===== config.mk =====
export PLATFORM = sky130hd
export DESIGN_NAME = apbHostPort
export DESIGN_NICKNAME = d
export VERILOG_FILES = /design/src/rtl/imageCorePkg.sv /design/src/rtl/apbHostPort.sv
export SDC_FILE = /design/constraint.sdc
export NUM_CORES = 1
export LEC_CHECK = 0
export ABC_AREA = 1
export ABC_CLOCK_PERIOD_IN_PS = 1900
export BUFFER_PORTS_ARGS = -buffer_cell sky130_fd_sc_hd__buf_4
export CAP_MARGIN = 20
export CORE_UTILIZATION = 44
export DETAILED_ROUTE_END_ITERATION = 10
export PLACE_DENSITY = 0.81
export SLEW_MARGIN = 20
export SYNTH_ARGS = -nofsm -noshare
export SYNTH_HDL_FRONTEND = slang
export SYNTH_SLANG_ARGS = --single-unit

===== constraint.sdc =====
create_clock -name clk -period 1.9 [get_ports clk]
set_clock_uncertainty 0.1 [all_clocks]
set_input_delay 0.38 -clock clk [delete_from_list [all_inputs] [get_ports clk]]
set_output_delay 0.38 -clock clk [all_outputs]
set_load 0.05 [all_outputs]

===== src/rtl/imageCorePkg.sv =====
`default_nettype none

package imageCorePkg;

	// Data word and instruction word
	typedef logic [31:0] wordT;
	typedef logic [31:0] instrT;

	// Register index, r0 always reads zero
	typedef logic [4:0] regIdxT;

	// Word address into either memory
	typedef logic [7:0] memAddrT;

	// Function field, instruction bits 31..28
	// Codes not listed here decode as no-operation
	typedef enum logic [3:0]
	{
		Sum          = 4'b0000,
		Subs         = 4'b0001,
		Mult         = 4'b0010,
		Load         = 4'b0100,
		Store        = 4'b0101,
		Gray         = 4'b1010,
		LoadAligned  = 4'b1011,
		StorePlusOne = 4'b1100,
		Halt         = 4'b1111
	} functT;

	typedef enum logic [2:0]
	{
		AluAdd,
		AluSub,
		AluMult,
		AluPass,
		AluGray
	} aluOpT;

	// Writeback source
	typedef enum logic [1:0]
	{
		WbAlu,
		WbMem,
		WbMemAligned
	} wbSelT;

	// APB byte offsets
	localparam logic [11:0] CtrlAddr    = 12'h000;
	localparam logic [11:0] StatusAddr  = 12'h004;
	localparam logic [11:0] RetiredAddr = 12'h008;
	localparam logic [11:0] ImemBase    = 12'h400;
	localparam logic [11:0] DmemBase    = 12'h800;

endpackage

`default_nettype wire


===== src/rtl/apbHostPort.sv =====
`timescale 1ns/10ps
`default_nettype none

module apbHostPort
	import imageCorePkg::*;
#(
	parameter int ImemDepth = 256,
	parameter int DmemDepth = 256
)
(
	input  logic        clk,
	input  logic        reset,
	input  logic        psel,
	input  logic        penable,
	input  logic        pwrite,
	input  logic [11:0] paddr,
	input  wordT        pwdata,
	output wordT        prdata,
	output logic        pready,
	output logic        pslverr,
	input  logic        retirePulse,
	input  logic        haltPulse,
	output logic        run,
	output logic        restart,
	output logic        imemWe,
	output memAddrT     imemAddr,
	output wordT        imemWdata,
	output logic        dmemHostEn,
	output logic        dmemHostWe,
	output memAddrT     dmemHostAddr,
	output wordT        dmemHostWdata,
	input  wordT        dmemHostRdata
);

	logic access;
	logic ctrlHit;
	logic statusHit;
	logic retiredHit;
	logic imemHit;
	logic dmemHit;
	logic dmemRead;
	logic accErr;
	// High in the second cycle of a data memory read
	logic waitDone;
	logic halted;
	wordT retireCount;

	assign access     = psel & penable;
	assign ctrlHit    = (paddr == CtrlAddr);
	assign statusHit  = (paddr == StatusAddr);
	assign retiredHit = (paddr == RetiredAddr);
	assign imemHit    = (paddr[11:10] == ImemBase[11:10]) && (int'(paddr[9:2]) < ImemDepth);
	assign dmemHit    = (paddr[11:10] == DmemBase[11:10]) && (int'(paddr[9:2]) < DmemDepth);

	// Memories are locked while the program runs
	assign accErr   = ~(ctrlHit | statusHit | retiredHit | imemHit | dmemHit) |
	                  ((imemHit | dmemHit) & run);
	assign dmemRead = dmemHit & ~pwrite & ~run;

	assign pready  = ~(dmemRead & ~waitDone);
	assign pslverr = access & pready & accErr;

	assign imemWe        = access & imemHit & pwrite & ~run;
	assign imemAddr      = paddr[9:2];
	assign imemWdata     = pwdata;
	assign dmemHostEn    = access & dmemHit & ~run & (pwrite | ~waitDone);
	assign dmemHostWe    = pwrite;
	assign dmemHostAddr  = paddr[9:2];
	assign dmemHostWdata = pwdata;

	// Instruction memory is write-only from the host
	always_comb
	begin
		if (ctrlHit)
			prdata = {31'd0, run};
		else if (statusHit)
			prdata = {31'd0, halted};
		else if (retiredHit)
			prdata = retireCount;
		else if (dmemHit)
			prdata = dmemHostRdata;
		else
			prdata = '0;
	end

	always_ff @(posedge clk)
	begin
		if (reset)
			waitDone <= 1'b0;
		else
			waitDone <= access & dmemRead & ~waitDone;
	end

	always_ff @(posedge clk)
	begin
		if (reset)
		begin
			run         <= 1'b0;
			restart     <= 1'b0;
			halted      <= 1'b0;
			retireCount <= '0;
		end
		else
		begin
			restart <= 1'b0;
			if (haltPulse)
			begin
				run    <= 1'b0;
				halted <= 1'b1;
			end
			// Host write wins over a halt in the same cycle
			if (access && pwrite && ctrlHit)
			begin
				run     <= pwdata[0];
				restart <= pwdata[0];
			end
			if (restart)
			begin
				halted      <= 1'b0;
				retireCount <= '0;
			end
			else if (retirePulse)
				retireCount <= retireCount + 1'b1;
		end
	end

endmodule

`default_nettype wire


==> key figures <==
Worst setup path
  • CP Capture Type: primary output
  • Required time of the worst setup path: 1420 ps
  • R2R depth: 10
  • R2r setup slk: 130 ps
  • Reg2reg start: retireCount[1]
  • Largest delay share family, worst path: buffers and inverters
  • Crit start category: primary input
  • Worst EP arrival: 1650 ps
  • Critical path's largest stage delay: 220 ps
  • Slowest CP cell: a21oi_1
  • Worst r2r dst: retireCount[26]
  • CP Max Fanout: 7
  • CP endpoint: prdata[27]
  • Crit. path cell count: 11
  • Crit Path Class: primary input to primary output
  • CP startpoint: paddr[11]
  • Buf/Inv on CP: 5
  • Worst path cell trace: buf_12 -> inv_12 -> ha_4 -> nand2_4 -> nor2_4 -> nand2_4 -> clkinv_8 -> clkbuf_16 -> a21oi_1 -> nor2_4 -> buf_6

Drt
  • Drt total wl: 11200 um
  • Drt wl/cell: 16.8 um
  • DR vias: 3611
  • Vias/cell: 5.45
  • Routed Antenna Nets: 0
  • First DRT Iteration DRCs: 269
  • Pre-Repair DR Iteration Count: 5
  • Residual DRC: 0

Power and ir drop
  • Worst VDD drop: 222 uV
  • Static Leak: 2.16 nW
  • Pwr dens: 398 mW/mm^2

GRT
  • GR Util met2: 0.509
  • Met1 GRT Util: 0.311
  • Congestion Overflow GR: 0
  • First-pass GRT wire length: 16400 um
  • GRT Max-Usage Layer: met2
  • Initial antenna violation count: 0
  • Routing usage on met3: 0.0559
  • Global Route Usage Sum: 0.277
  • Largest net degree at the start of global routing: 17
  • Vias in the first global route: 3425

Logic synthesis
  • Post-synthesis cell type count: 32
  • Synth warn: 0
  • Syn avg cell area: 6.36 um^2
  • Syn_nets: 592
  • Cell area after synthesis: 0.00321 mm^2
  • #FFs+latches synth: 36
  • Mapped Cells: 505
  • Register area share after synthesis: 0.224

Final layout
  • Post-route cell area: 0.00495 mm^2
  • Final net count: 652
  • Layout Utilization: 0.717
  • Share of layout cells above drive strength 1: 0.521
  • Non-Filler Instances: 662
  • Ant diodes: 0
  • Reg area: 722 um^2
  • Synth-to-layout area growth: 54.1%
  • Area of the multi-input gates: 0.00234 mm^2
  • Number of fill cells: 486

Floorplan
  • Die Width: 87.4 um
  • Die H: 87.4 um
  • Starting Density: 0.465
  • Ports: 202
  • Core Region: 0.00691 mm^2
  • Die area: 0.00764 mm^2
  • Rows: 30

Timing
  • Peak Freq: 469 MHz
  • RSZ-0062 raised after global routing: true
  • Period utilization: 1.12
  • Final worst setup slack: -232 ps
  • Worst hold margin: 174 ps
  • Fin. max-slew vios: 0
  • Slew HR: 0.716
  • Finish-stage setup viols: 33
  • Slew @ Worst Pin: 424 ps
  • Crit path time final: 2130 ps
  • Final Hold Vio Count: 0

Clock tree
  • Reg clk slew, reported paths: 70 ps
  • CTS root buf: clkbuf_8
  • CTS Buf Count: 5
  • Skew-Pair Late Insertion Delay: 300 ps
  • CTS tree: yes
  • Clock sink count: 36
  • H-Tree Level Count: 2
  • Hold buffer count at cts: 0
  • CTS Buffer Depth: 2

Status
  • Failing checks: negative setup slack
  • Status: complete, but fails checks

Placement
  • Placer Congestion: 0.884
  • Placed cells: 644
  • Placed cell area: 0.00416 mm^2
  • Port Buffers: 108
  • Hpwl dp: 7220 um

Worst hold path
  • Cell depth of the worst hold path: 2
  • Min-delay worst type: primary input to register

Job
  • Max Cap Violations: 0
==> synth_stat cells (all sizes together) <==
library cell / n / area share
nand3: 19 / 0.033
a211oi: 1 / 0.0023
nor3b: 1 / 0.0023
nand2: 80 / 0.10
a21oi: 48 / 0.075
ha: 4 / 0.016
clkinv: 1 / 0.0012
nor2: 102 / 0.15
clkbuf: 11 / 0.013
o2111ai: 1 / 0.0027
o21bai: 3 / 0.0082
o21ai: 46 / 0.072
nor3: 7 / 0.012
dfxtp: 36 / 0.22
xor2: 4 / 0.011
nand4: 6 / 0.012
buf: 86 / 0.20
nand3b: 3 / 0.0070
o21a: 2 / 0.0047
inv: 44 / 0.051
==> report_power, final <==
group          leakage (nW)  total, mW  internal, mW  switching, mW
Clock                0.0455      0.570         0.296          0.274
Combinational          1.83      0.635         0.261          0.374
Sequential            0.291      0.767         0.760        0.00697
==> stage by stage <==
step	TNS, ps	total power, mW	worst slack [ps]
finish	-6130	1.97	-232
global route	-7580	2.04	-277
CTS	-5000	1.95	-195
detailed placement	-7790	1.34	-280
global placement	-7300	1.33	-246
floorplan	0	1.49	1.57
==> kinds of logic after synthesis <==
logic type / Yosys count / share of synthesized area
and+or+nand+nor: 218 / 0.319
buffers and inverters: 142 / 0.266
AOI/OAI and AO/OA: 101 / 0.164
DFF: 36 / 0.224
xor gates and xnor gates: 4 / 0.0109
adders and majority gates: 4 / 0.0156
==> flip-flops by register name (all words and copies together) (netlist names) <==
signal / cells
retireCount: 32
run: 1
halted: 1
waitDone: 1
restart: 1
==> cell type report <==
type | count | share of cell area
clock buffers | 8 | 0.0182
multi-input cells | 327 | 0.473
inverters | 45 | 0.0407
well taps | 96 | 0.0243
repair buffers | 150 | 0.298
flip-flops and latches | 36 | 0.146
==> placed cells by master, fill, tap and decap left out, types with 3 or more instances in the layout <==
| cell | instances |
|---|---|
| nor3_1 | 6 |
| a21oi_4 | 13 |
| a21oi_2 | 15 |
| buf_8 | 10 |
| o21ai_2 | 24 |
| nand2_2 | 7 |
| a21oi_1 | 20 |
| nor2_1 | 52 |
| buf_12 | 7 |
| o21ai_1 | 6 |
| inv_1 | 37 |
| inv_2 | 3 |
| o21ai_0 | 10 |
| buf_6 | 30 |
| nand2_1 | 67 |
| clkbuf_8 | 6 |
| nand3_2 | 3 |
| xor2_1 | 4 |
| nor2_2 | 10 |
| dfxtp_1 | 35 |
| buf_4 | 98 |
| nand3b_1 | 3 |
| o21ai_4 | 6 |
| nand3_1 | 14 |
| nor2_4 | 38 |
| nand4_1 | 6 |
| nand2_4 | 6 |
==> how the worst min path moves through the flow <==
| stage | slack, ps | from | endpoint |
|---|---|---|---|
| after floorplan | 350 | halted | halted |
| after global placement | 370 | halted | halted |
| after detailed placement | 380 | retireCount[7] | retireCount[7] |
| after CTS | 170 | reset | waitDone |
| after global routing | 180 | reset | waitDone |
| final | 170 | reset | waitDone |
==> per-layer routing <==
metal | share of wire | vias to the layer above
li1 | - | 1665
met1 | 0.36 | 1671
met2 | 0.51 | 221
met3 | 0.088 | 54
met4 | 0.042 | 0
met5 | 0 | -
==> repair_timing <==
action / CTS / global route
pin swaps: 15 / 6
buffers inserted: 5 / 1
resized for setup: 112 / 26
endpoints found under the setup margin: 35 / 35
cloned: 2 / 2
(Power assumes the default switching activity.)
