### src/rtl/imageCorePkg.sv
`default_nettype none

package imageCorePkg;

	// Data word and instruction word
	typedef logic [31:0] wordT;
	typedef logic [31:0] instrT;

	// Register index, r0 always reads zero
	typedef logic [4:0] regIdxT;

	// Word address into either memory
	typedef logic [7:0] memAddrT;

	// Function field, instruction bits 31..28
	// Codes not listed here decode as no-operation
	typedef enum logic [3:0]
	{
		Sum          = 4'b0000,
		Subs         = 4'b0001,
		Mult         = 4'b0010,
		Load         = 4'b0100,
		Store        = 4'b0101,
		Gray         = 4'b1010,
		LoadAligned  = 4'b1011,
		StorePlusOne = 4'b1100,
		Halt         = 4'b1111
	} functT;

	typedef enum logic [2:0]
	{
		AluAdd,
		AluSub,
		AluMult,
		AluPass,
		AluGray
	} aluOpT;

	// Writeback source
	typedef enum logic [1:0]
	{
		WbAlu,
		WbMem,
		WbMemAligned
	} wbSelT;

	// APB byte offsets
	localparam logic [11:0] CtrlAddr    = 12'h000;
	localparam logic [11:0] StatusAddr  = 12'h004;
	localparam logic [11:0] RetiredAddr = 12'h008;
	localparam logic [11:0] ImemBase    = 12'h400;
	localparam logic [11:0] DmemBase    = 12'h800;

endpackage

`default_nettype wire

### src/rtl/executeStage.sv
`timescale 1ns/10ps
`default_nettype none

module executeStage
	import imageCorePkg::*;
(
	input  logic    clk,
	input  logic    reset,
	input  logic    run,
	input  logic    restart,
	input  aluOpT   decAluOp,
	input  logic    decUseImm,
	input  logic    decRegWrite,
	input  logic    decMemRead,
	input  logic    decMemWrite,
	input  logic    decPlusOne,
	input  logic    decStoreImm,
	input  wbSelT   decWbSel,
	input  regIdxT  decDest,
	input  logic    decIsHalt,
	input  wordT    operandA,
	input  wordT    operandB,
	input  wordT    imm,
	input  logic    decValid,
	output regIdxT  exDest,
	output logic    exRegWrite,
	output logic    exValid,
	output memAddrT dmemAddr,
	output wordT    aluResult,
	output wordT    storeData,
	output logic    xmRegWrite,
	output logic    xmMemWrite,
	output wbSelT   xmWbSel,
	output regIdxT  xmDest,
	output logic    xmIsHalt,
	output logic    xmValid
);

	wordT opB;
	wordT greySum;
	wordT aluNext;
	wordT storeNext;

	// Hazard view of the instruction now in execute
	assign exDest     = decDest;
	assign exRegWrite = decRegWrite;
	assign exValid    = decValid;

	assign opB = decUseImm ? imm : operandB;

	// Luma weights 77/150/29 on 0x00RRGGBB
	assign greySum = 32'd77 * {24'd0, operandA[23:16]} +
	                 32'd150 * {24'd0, operandA[15:8]} +
	                 32'd29 * {24'd0, operandA[7:0]};

	always_comb
	begin
		case (decAluOp)
			AluAdd:  aluNext = operandA + opB;
			AluSub:  aluNext = operandA - opB;
			// Low 32 bits of the product
			AluMult: aluNext = operandA * opB;
			AluGray: aluNext = greySum >> 8;
			default: aluNext = operandA;
		endcase
	end

	// Aligned load drops the two low word address bits
	assign dmemAddr = (decMemRead && decWbSel == WbMemAligned) ?
	                  {aluNext[7:2], 2'b00} : aluNext[7:0];

	assign storeNext = (decStoreImm ? imm : operandB) + {31'd0, decPlusOne};

	always_ff @(posedge clk)
	begin
		if (reset || restart)
			xmValid <= 1'b0;
		else if (run)
			xmValid <= decValid;
	end

	always_ff @(posedge clk)
	begin
		if (run)
		begin
			aluResult  <= aluNext;
			storeData  <= storeNext;
			xmRegWrite <= decRegWrite;
			xmMemWrite <= decMemWrite;
			xmWbSel    <= decWbSel;
			xmDest     <= decDest;
			xmIsHalt   <= decIsHalt;
		end
	end

endmodule

`default_nettype wire

### config.mk
export PLATFORM = sky130hd
export DESIGN_NAME = executeStage
export DESIGN_NICKNAME = d
export VERILOG_FILES = /design/src/rtl/imageCorePkg.sv /design/src/rtl/executeStage.sv
export SDC_FILE = /design/constraint.sdc
export NUM_CORES = 2
export LEC_CHECK = 0
export ABC_AREA = 1
export ABC_CLOCK_PERIOD_IN_PS = 19100
export BUFFER_PORTS_ARGS = -buffer_cell sky130_fd_sc_hd__buf_2
export CORE_ASPECT_RATIO = 0.9
export CORE_MARGIN = 10
export CORE_UTILIZATION = 60
export CTS_CLUSTER_DIAMETER = 150
export CTS_CLUSTER_SIZE = 14
export DETAILED_ROUTE_END_ITERATION = 10
export PLACE_DENSITY = 0.76
export SLEW_MARGIN = 10
export SYNTH_ARGS = -nofsm -noshare
export SYNTH_HDL_FRONTEND = slang
export SYNTH_SLANG_ARGS = --single-unit
### constraint.sdc
create_clock -name clk -period 19.1 [get_ports clk]
set_input_delay 0.955 -clock clk [delete_from_list [all_inputs] [get_ports clk]]
set_output_delay 0.955 -clock clk [all_outputs]
set_load 0.02 [all_outputs]
==> results.md <==
- The synthesized design contains 75 register bits.
- The final layout net count is 4208.
- The ratio of routed vias to standard cells is slightly below 6.
- The maximum fanout along the worst path is 15.
- The class of the worst hold path is reg2reg.
- The run finished with clean final reports.
- Among all cell types in the netlist, the one instantiated most often is sky130_fd_sc_hd__inv_1.
- The actual slew at the worst max-slew pin is roughly 1.0 ns.
- The portion of synthesized cell area occupied by the leading cell type is 36.2%.
- The type of the worst setup path is in2out.
- STA classifies the critical path startpoint as an input port.
- The maximum clock path buffer count is 2.
- The count of final setup violators is 0.
- The post-synthesis to final-layout area growth is 6.36%.
- For this run, the register share of the synthesized area comes to 8.73%.
- The shortest period the worst path allows is 9.16 ns.
- The core utilization of the finished layout is between 60% and 70%.
- The number of unique standard cell types used by synthesis is 60.
- Ranked by instance count, the synthesized netlist is headed by sky130_fd_sc_hd__inv_1, sky130_fd_sc_hd__nand2_1, sky130_fd_sc_hd__fa_1.
- The number of port buffers is 207.
- The number of primary I/O pins is 208.
- In this run, CTS created clock tree buffers numbering 9.
- The post-DP HPWL is approximately 76 mm.
- The top cell type by total area after synthesis is sky130_fd_sc_hd__fa_1.
- The number of instances resized during post-cts repair is 0.
- The cell count of the worst reg-to-reg path is 2.
- By area the synthesized netlist is led by sky130_fd_sc_hd__fa_1, sky130_fd_sc_hd__ha_1, sky130_fd_sc_hd__inv_1, sky130_fd_sc_hd__nand2_1, sky130_fd_sc_hd__edfxtp_1.
- From bottom edge to top edge, the die measures 216 microns.
- The total vias in the final route is 23100.
- For this configuration, the core starts out at a cell density of between 60% and 70%.
- The routability-driven placement congestion ratio is a little over 1.
- After synthesis, the share of flip-flops with an asynchronous set or reset is 0%.
- The insertion delay to the later sink of the worst-skew pair is 0.35 ns.
- The number of warning messages in the yosys log is 0.
- The number of global-route vias before repair is 23400.
- The type of destination of the critical path is an output port.
- The terminus of the critical flop-to-flop path is xmValid$_SDFFE_PP0P_.
- The die is 238 microns wide.
- Setup slack on the worst reg-to-reg path comes out at 18.44 ns.
- The H-tree was split into 3 levels.
- The clock-pin slew of the registers on the worst-case setup and hold paths is 0.07 ns.
- The final hold violation count is 0.
- The first global-routing pass estimated between 100 and 150 mm of wire.
- The area of combinational cells with multiple inputs is ~0.020 sq mm.
- The die area is just over 0.05 sq mm.
- The initial antenna violation count is 1.
- Setup repair after global routing left no endpoint under its margin.
- The count of nets left with antenna violations once routing finished came out at 0.
- The number of placement rows is approximately 70.
- For this run, the number of standard cells in the final layout without fillers is 3935.
- The first detailed-routing pass took 6 iterations.
- The number of setup buffers added after CTS is 0.
- The first routing iteration left between 2000 and 3000 violations.
- The worst path uses 47.9% of the clock period.
- Counting every net in the synthesized netlist gives 4080.
- The total clock sinks is 75.
- The total negative slack for setup checks is 0 ns.
- Summing every instance area after synthesis gives 0.0257 sq mm.
- The clock tree from TritonCTS is built.
- In this run, synthesis inferred 74 flip-flops with an integrated enable.
- The worst slew margin relative to its limit is a little under a third.
- The hold buffer count at CTS is 0.
- The worst setup path endpoint is dmemAddr[3].
- The launch point of the worst path is operandA[13].
- The residual overflow from global routing is 0.
- Once placement completed, the tool counted placed cells totaling 3919.
- The maximum frequency from static timing analysis is ~0.11 GHz.
- The maximum number of pins on one net before global-route repair is 76.
- The post-route DRC violation count is 0.
- The filler cells instantiated in the layout total ~3700.
- Among all flip-flop cells after synthesis, the most frequent one is sky130_fd_sc_hd__edfxtp_1.
- The detailed-route wire length per cell is 24.0 microns.
- The arrival time at the worst endpoint is 8.20 ns.
- The root buffer cell is sky130_fd_sc_hd__clkbuf_16.
- In the final layout, flip-flops and latches occupy 0.00224 sq mm.
- The routed design has 94.3 mm of wire.
- The layout cell share with drive strength beyond 1 is 9.83%.
- The worst clock skew on the final layout is 0 ns.
- The endpoint required time on the critical path is 18.15 ns.
- The number of pins exceeding their max-slew limit in the final report is 0.
- The tightest hold path in the finished design has a slack of ~0.54 ns.
- In this run the critical register-to-register path is launched from xmValid$_SDFFE_PP0P_.
- Max-cap violations in this run came to 0.
- The mean instance size in the synthesized netlist is 7.89 sq um.
- After technology mapping, the gate count stands at 3255.
- The core outline area is 0.0420 sq mm.
- The global routing usage summed across all routing layers is 36.6%.
layout make-up:
type | instances | share of cell area (%)
tap | 547 | 2.51
timing repair buffer | 229 | 4.41
multi-input combinational | 2352 | 74.0
clock inverter | 6 | 0.238
sequential | 75 | 8.21
inverter | 716 | 9.86
clock buffer | 9 | 0.824
antenna | 1 | 0.00916
logic make-up (layout without fill, tap and decap cells):
kind of cell	after synthesis	after routing	share of synthesized area, %
AOI/OAI and AO/OA	296	296	7.01
other	0	1	0
adders and majority gates	707	707	48.0
and+or+nand+nor	1255	1255	20.3
muxes	6	6	0.234
DFF	75	75	8.73
xor gates and xnor gates	88	88	3.03
buffers and inverters	828	960	12.6
registers in the layout (all words and copies together), names as in the netlist:
signal and flops:
aluResult 32, storeData 32, xmDest 5, xmWbSel 2
xmIsHalt 1, xmMemWrite 1, xmRegWrite 1, xmValid 1
stage by stage:
| stage | instance area (sq um) | setup WS, ns |
|---|---|---|
| final | 27300 | 9.94 |
| after global routing | 27300 | 9.64 |
| after CTS | 27300 | 10.19 |
| after detailed placement | 27000 | 9.88 |
| after global placement | 27000 | 10.11 |
| after floorplan | 25700 | 11.39 |
worst min-delay path by stage:
stage | startpoint | end | cells past startpoint
final | xmValid$_SDFFE_PP0P_ | xmValid$_SDFFE_PP0P_ | 2
after global routing | xmValid$_SDFFE_PP0P_ | xmValid$_SDFFE_PP0P_ | 2
after CTS | xmValid$_SDFFE_PP0P_ | xmValid$_SDFFE_PP0P_ | 2
after detailed placement | xmValid$_SDFFE_PP0P_ | xmValid$_SDFFE_PP0P_ | 2
after global placement | xmValid$_SDFFE_PP0P_ | xmValid$_SDFFE_PP0P_ | 2
after floorplan | xmValid$_SDFFE_PP0P_ | xmValid$_SDFFE_PP0P_ | 2
layer usage:
metal  vias to the layer above  GRT usage, %  wire [microns]
li1                      10100             -               -
met1                     11100          48.6           36500
met2                      1527          54.4           40000
met3                       296          11.1           12600
met4                         0          16.9            5210
met5                         -             0               0
worst max-delay path: stages:
cell,delay (ns)
sky130_fd_sc_hd__buf_2,0.55
sky130_fd_sc_hd__inv_1,0.59
sky130_fd_sc_hd__fa_1,0.70
sky130_fd_sc_hd__inv_1,0.05
sky130_fd_sc_hd__ha_1,0.32
sky130_fd_sc_hd__a21oi_1,0.15
sky130_fd_sc_hd__and2_1,0.18
sky130_fd_sc_hd__xor2_1,0.19
sky130_fd_sc_hd__inv_1,0.08
sky130_fd_sc_hd__fa_1,0.49
sky130_fd_sc_hd__ha_1,0.29
sky130_fd_sc_hd__inv_1,0.05
sky130_fd_sc_hd__fa_1,0.54
sky130_fd_sc_hd__inv_1,0.06
sky130_fd_sc_hd__fa_1,0.45
sky130_fd_sc_hd__ha_1,0.31
sky130_fd_sc_hd__nand2_1,0.10
sky130_fd_sc_hd__inv_1,0.06
sky130_fd_sc_hd__a21oi_1,0.34
sky130_fd_sc_hd__nand2_1,0.12
sky130_fd_sc_hd__nand2_1,0.10
sky130_fd_sc_hd__nand2_1,0.08
sky130_fd_sc_hd__a21o_1,0.17
sky130_fd_sc_hd__nand2_1,0.07
sky130_fd_sc_hd__nand2_1,0.06
sky130_fd_sc_hd__o21ai_0,0.50
sky130_fd_sc_hd__o2111ai_1,0.38
sky130_fd_sc_hd__buf_2,0.27
cell usage in the layout (no fill, tap or decap), drive strengths merged, types with 5 or more instances in the layout:
| master | instances |
|---|---|
| o2111ai | 8 |
| a31oi | 7 |
| fa | 464 |
| nand3b | 8 |
| a21oi | 94 |
| or2 | 15 |
| clkbuf | 9 |
| o21bai | 8 |
| o211ai | 8 |
| xnor2 | 20 |
| edfxtp | 74 |
| nand4 | 13 |
| nand2 | 622 |
| xor2 | 68 |
| nor4 | 5 |
| mux2i | 6 |
| buf | 229 |
| o21ai | 118 |
| ha | 243 |
| nand3 | 115 |
| nor3 | 28 |
| a21boi | 18 |
| o21a | 9 |
| nor2 | 445 |
| a21o | 11 |
| inv | 705 |
| clkinv | 15 |
Power is not shown: default switching activity piles up to over one toggle a cycle in this logic, so the estimate is an artifact.
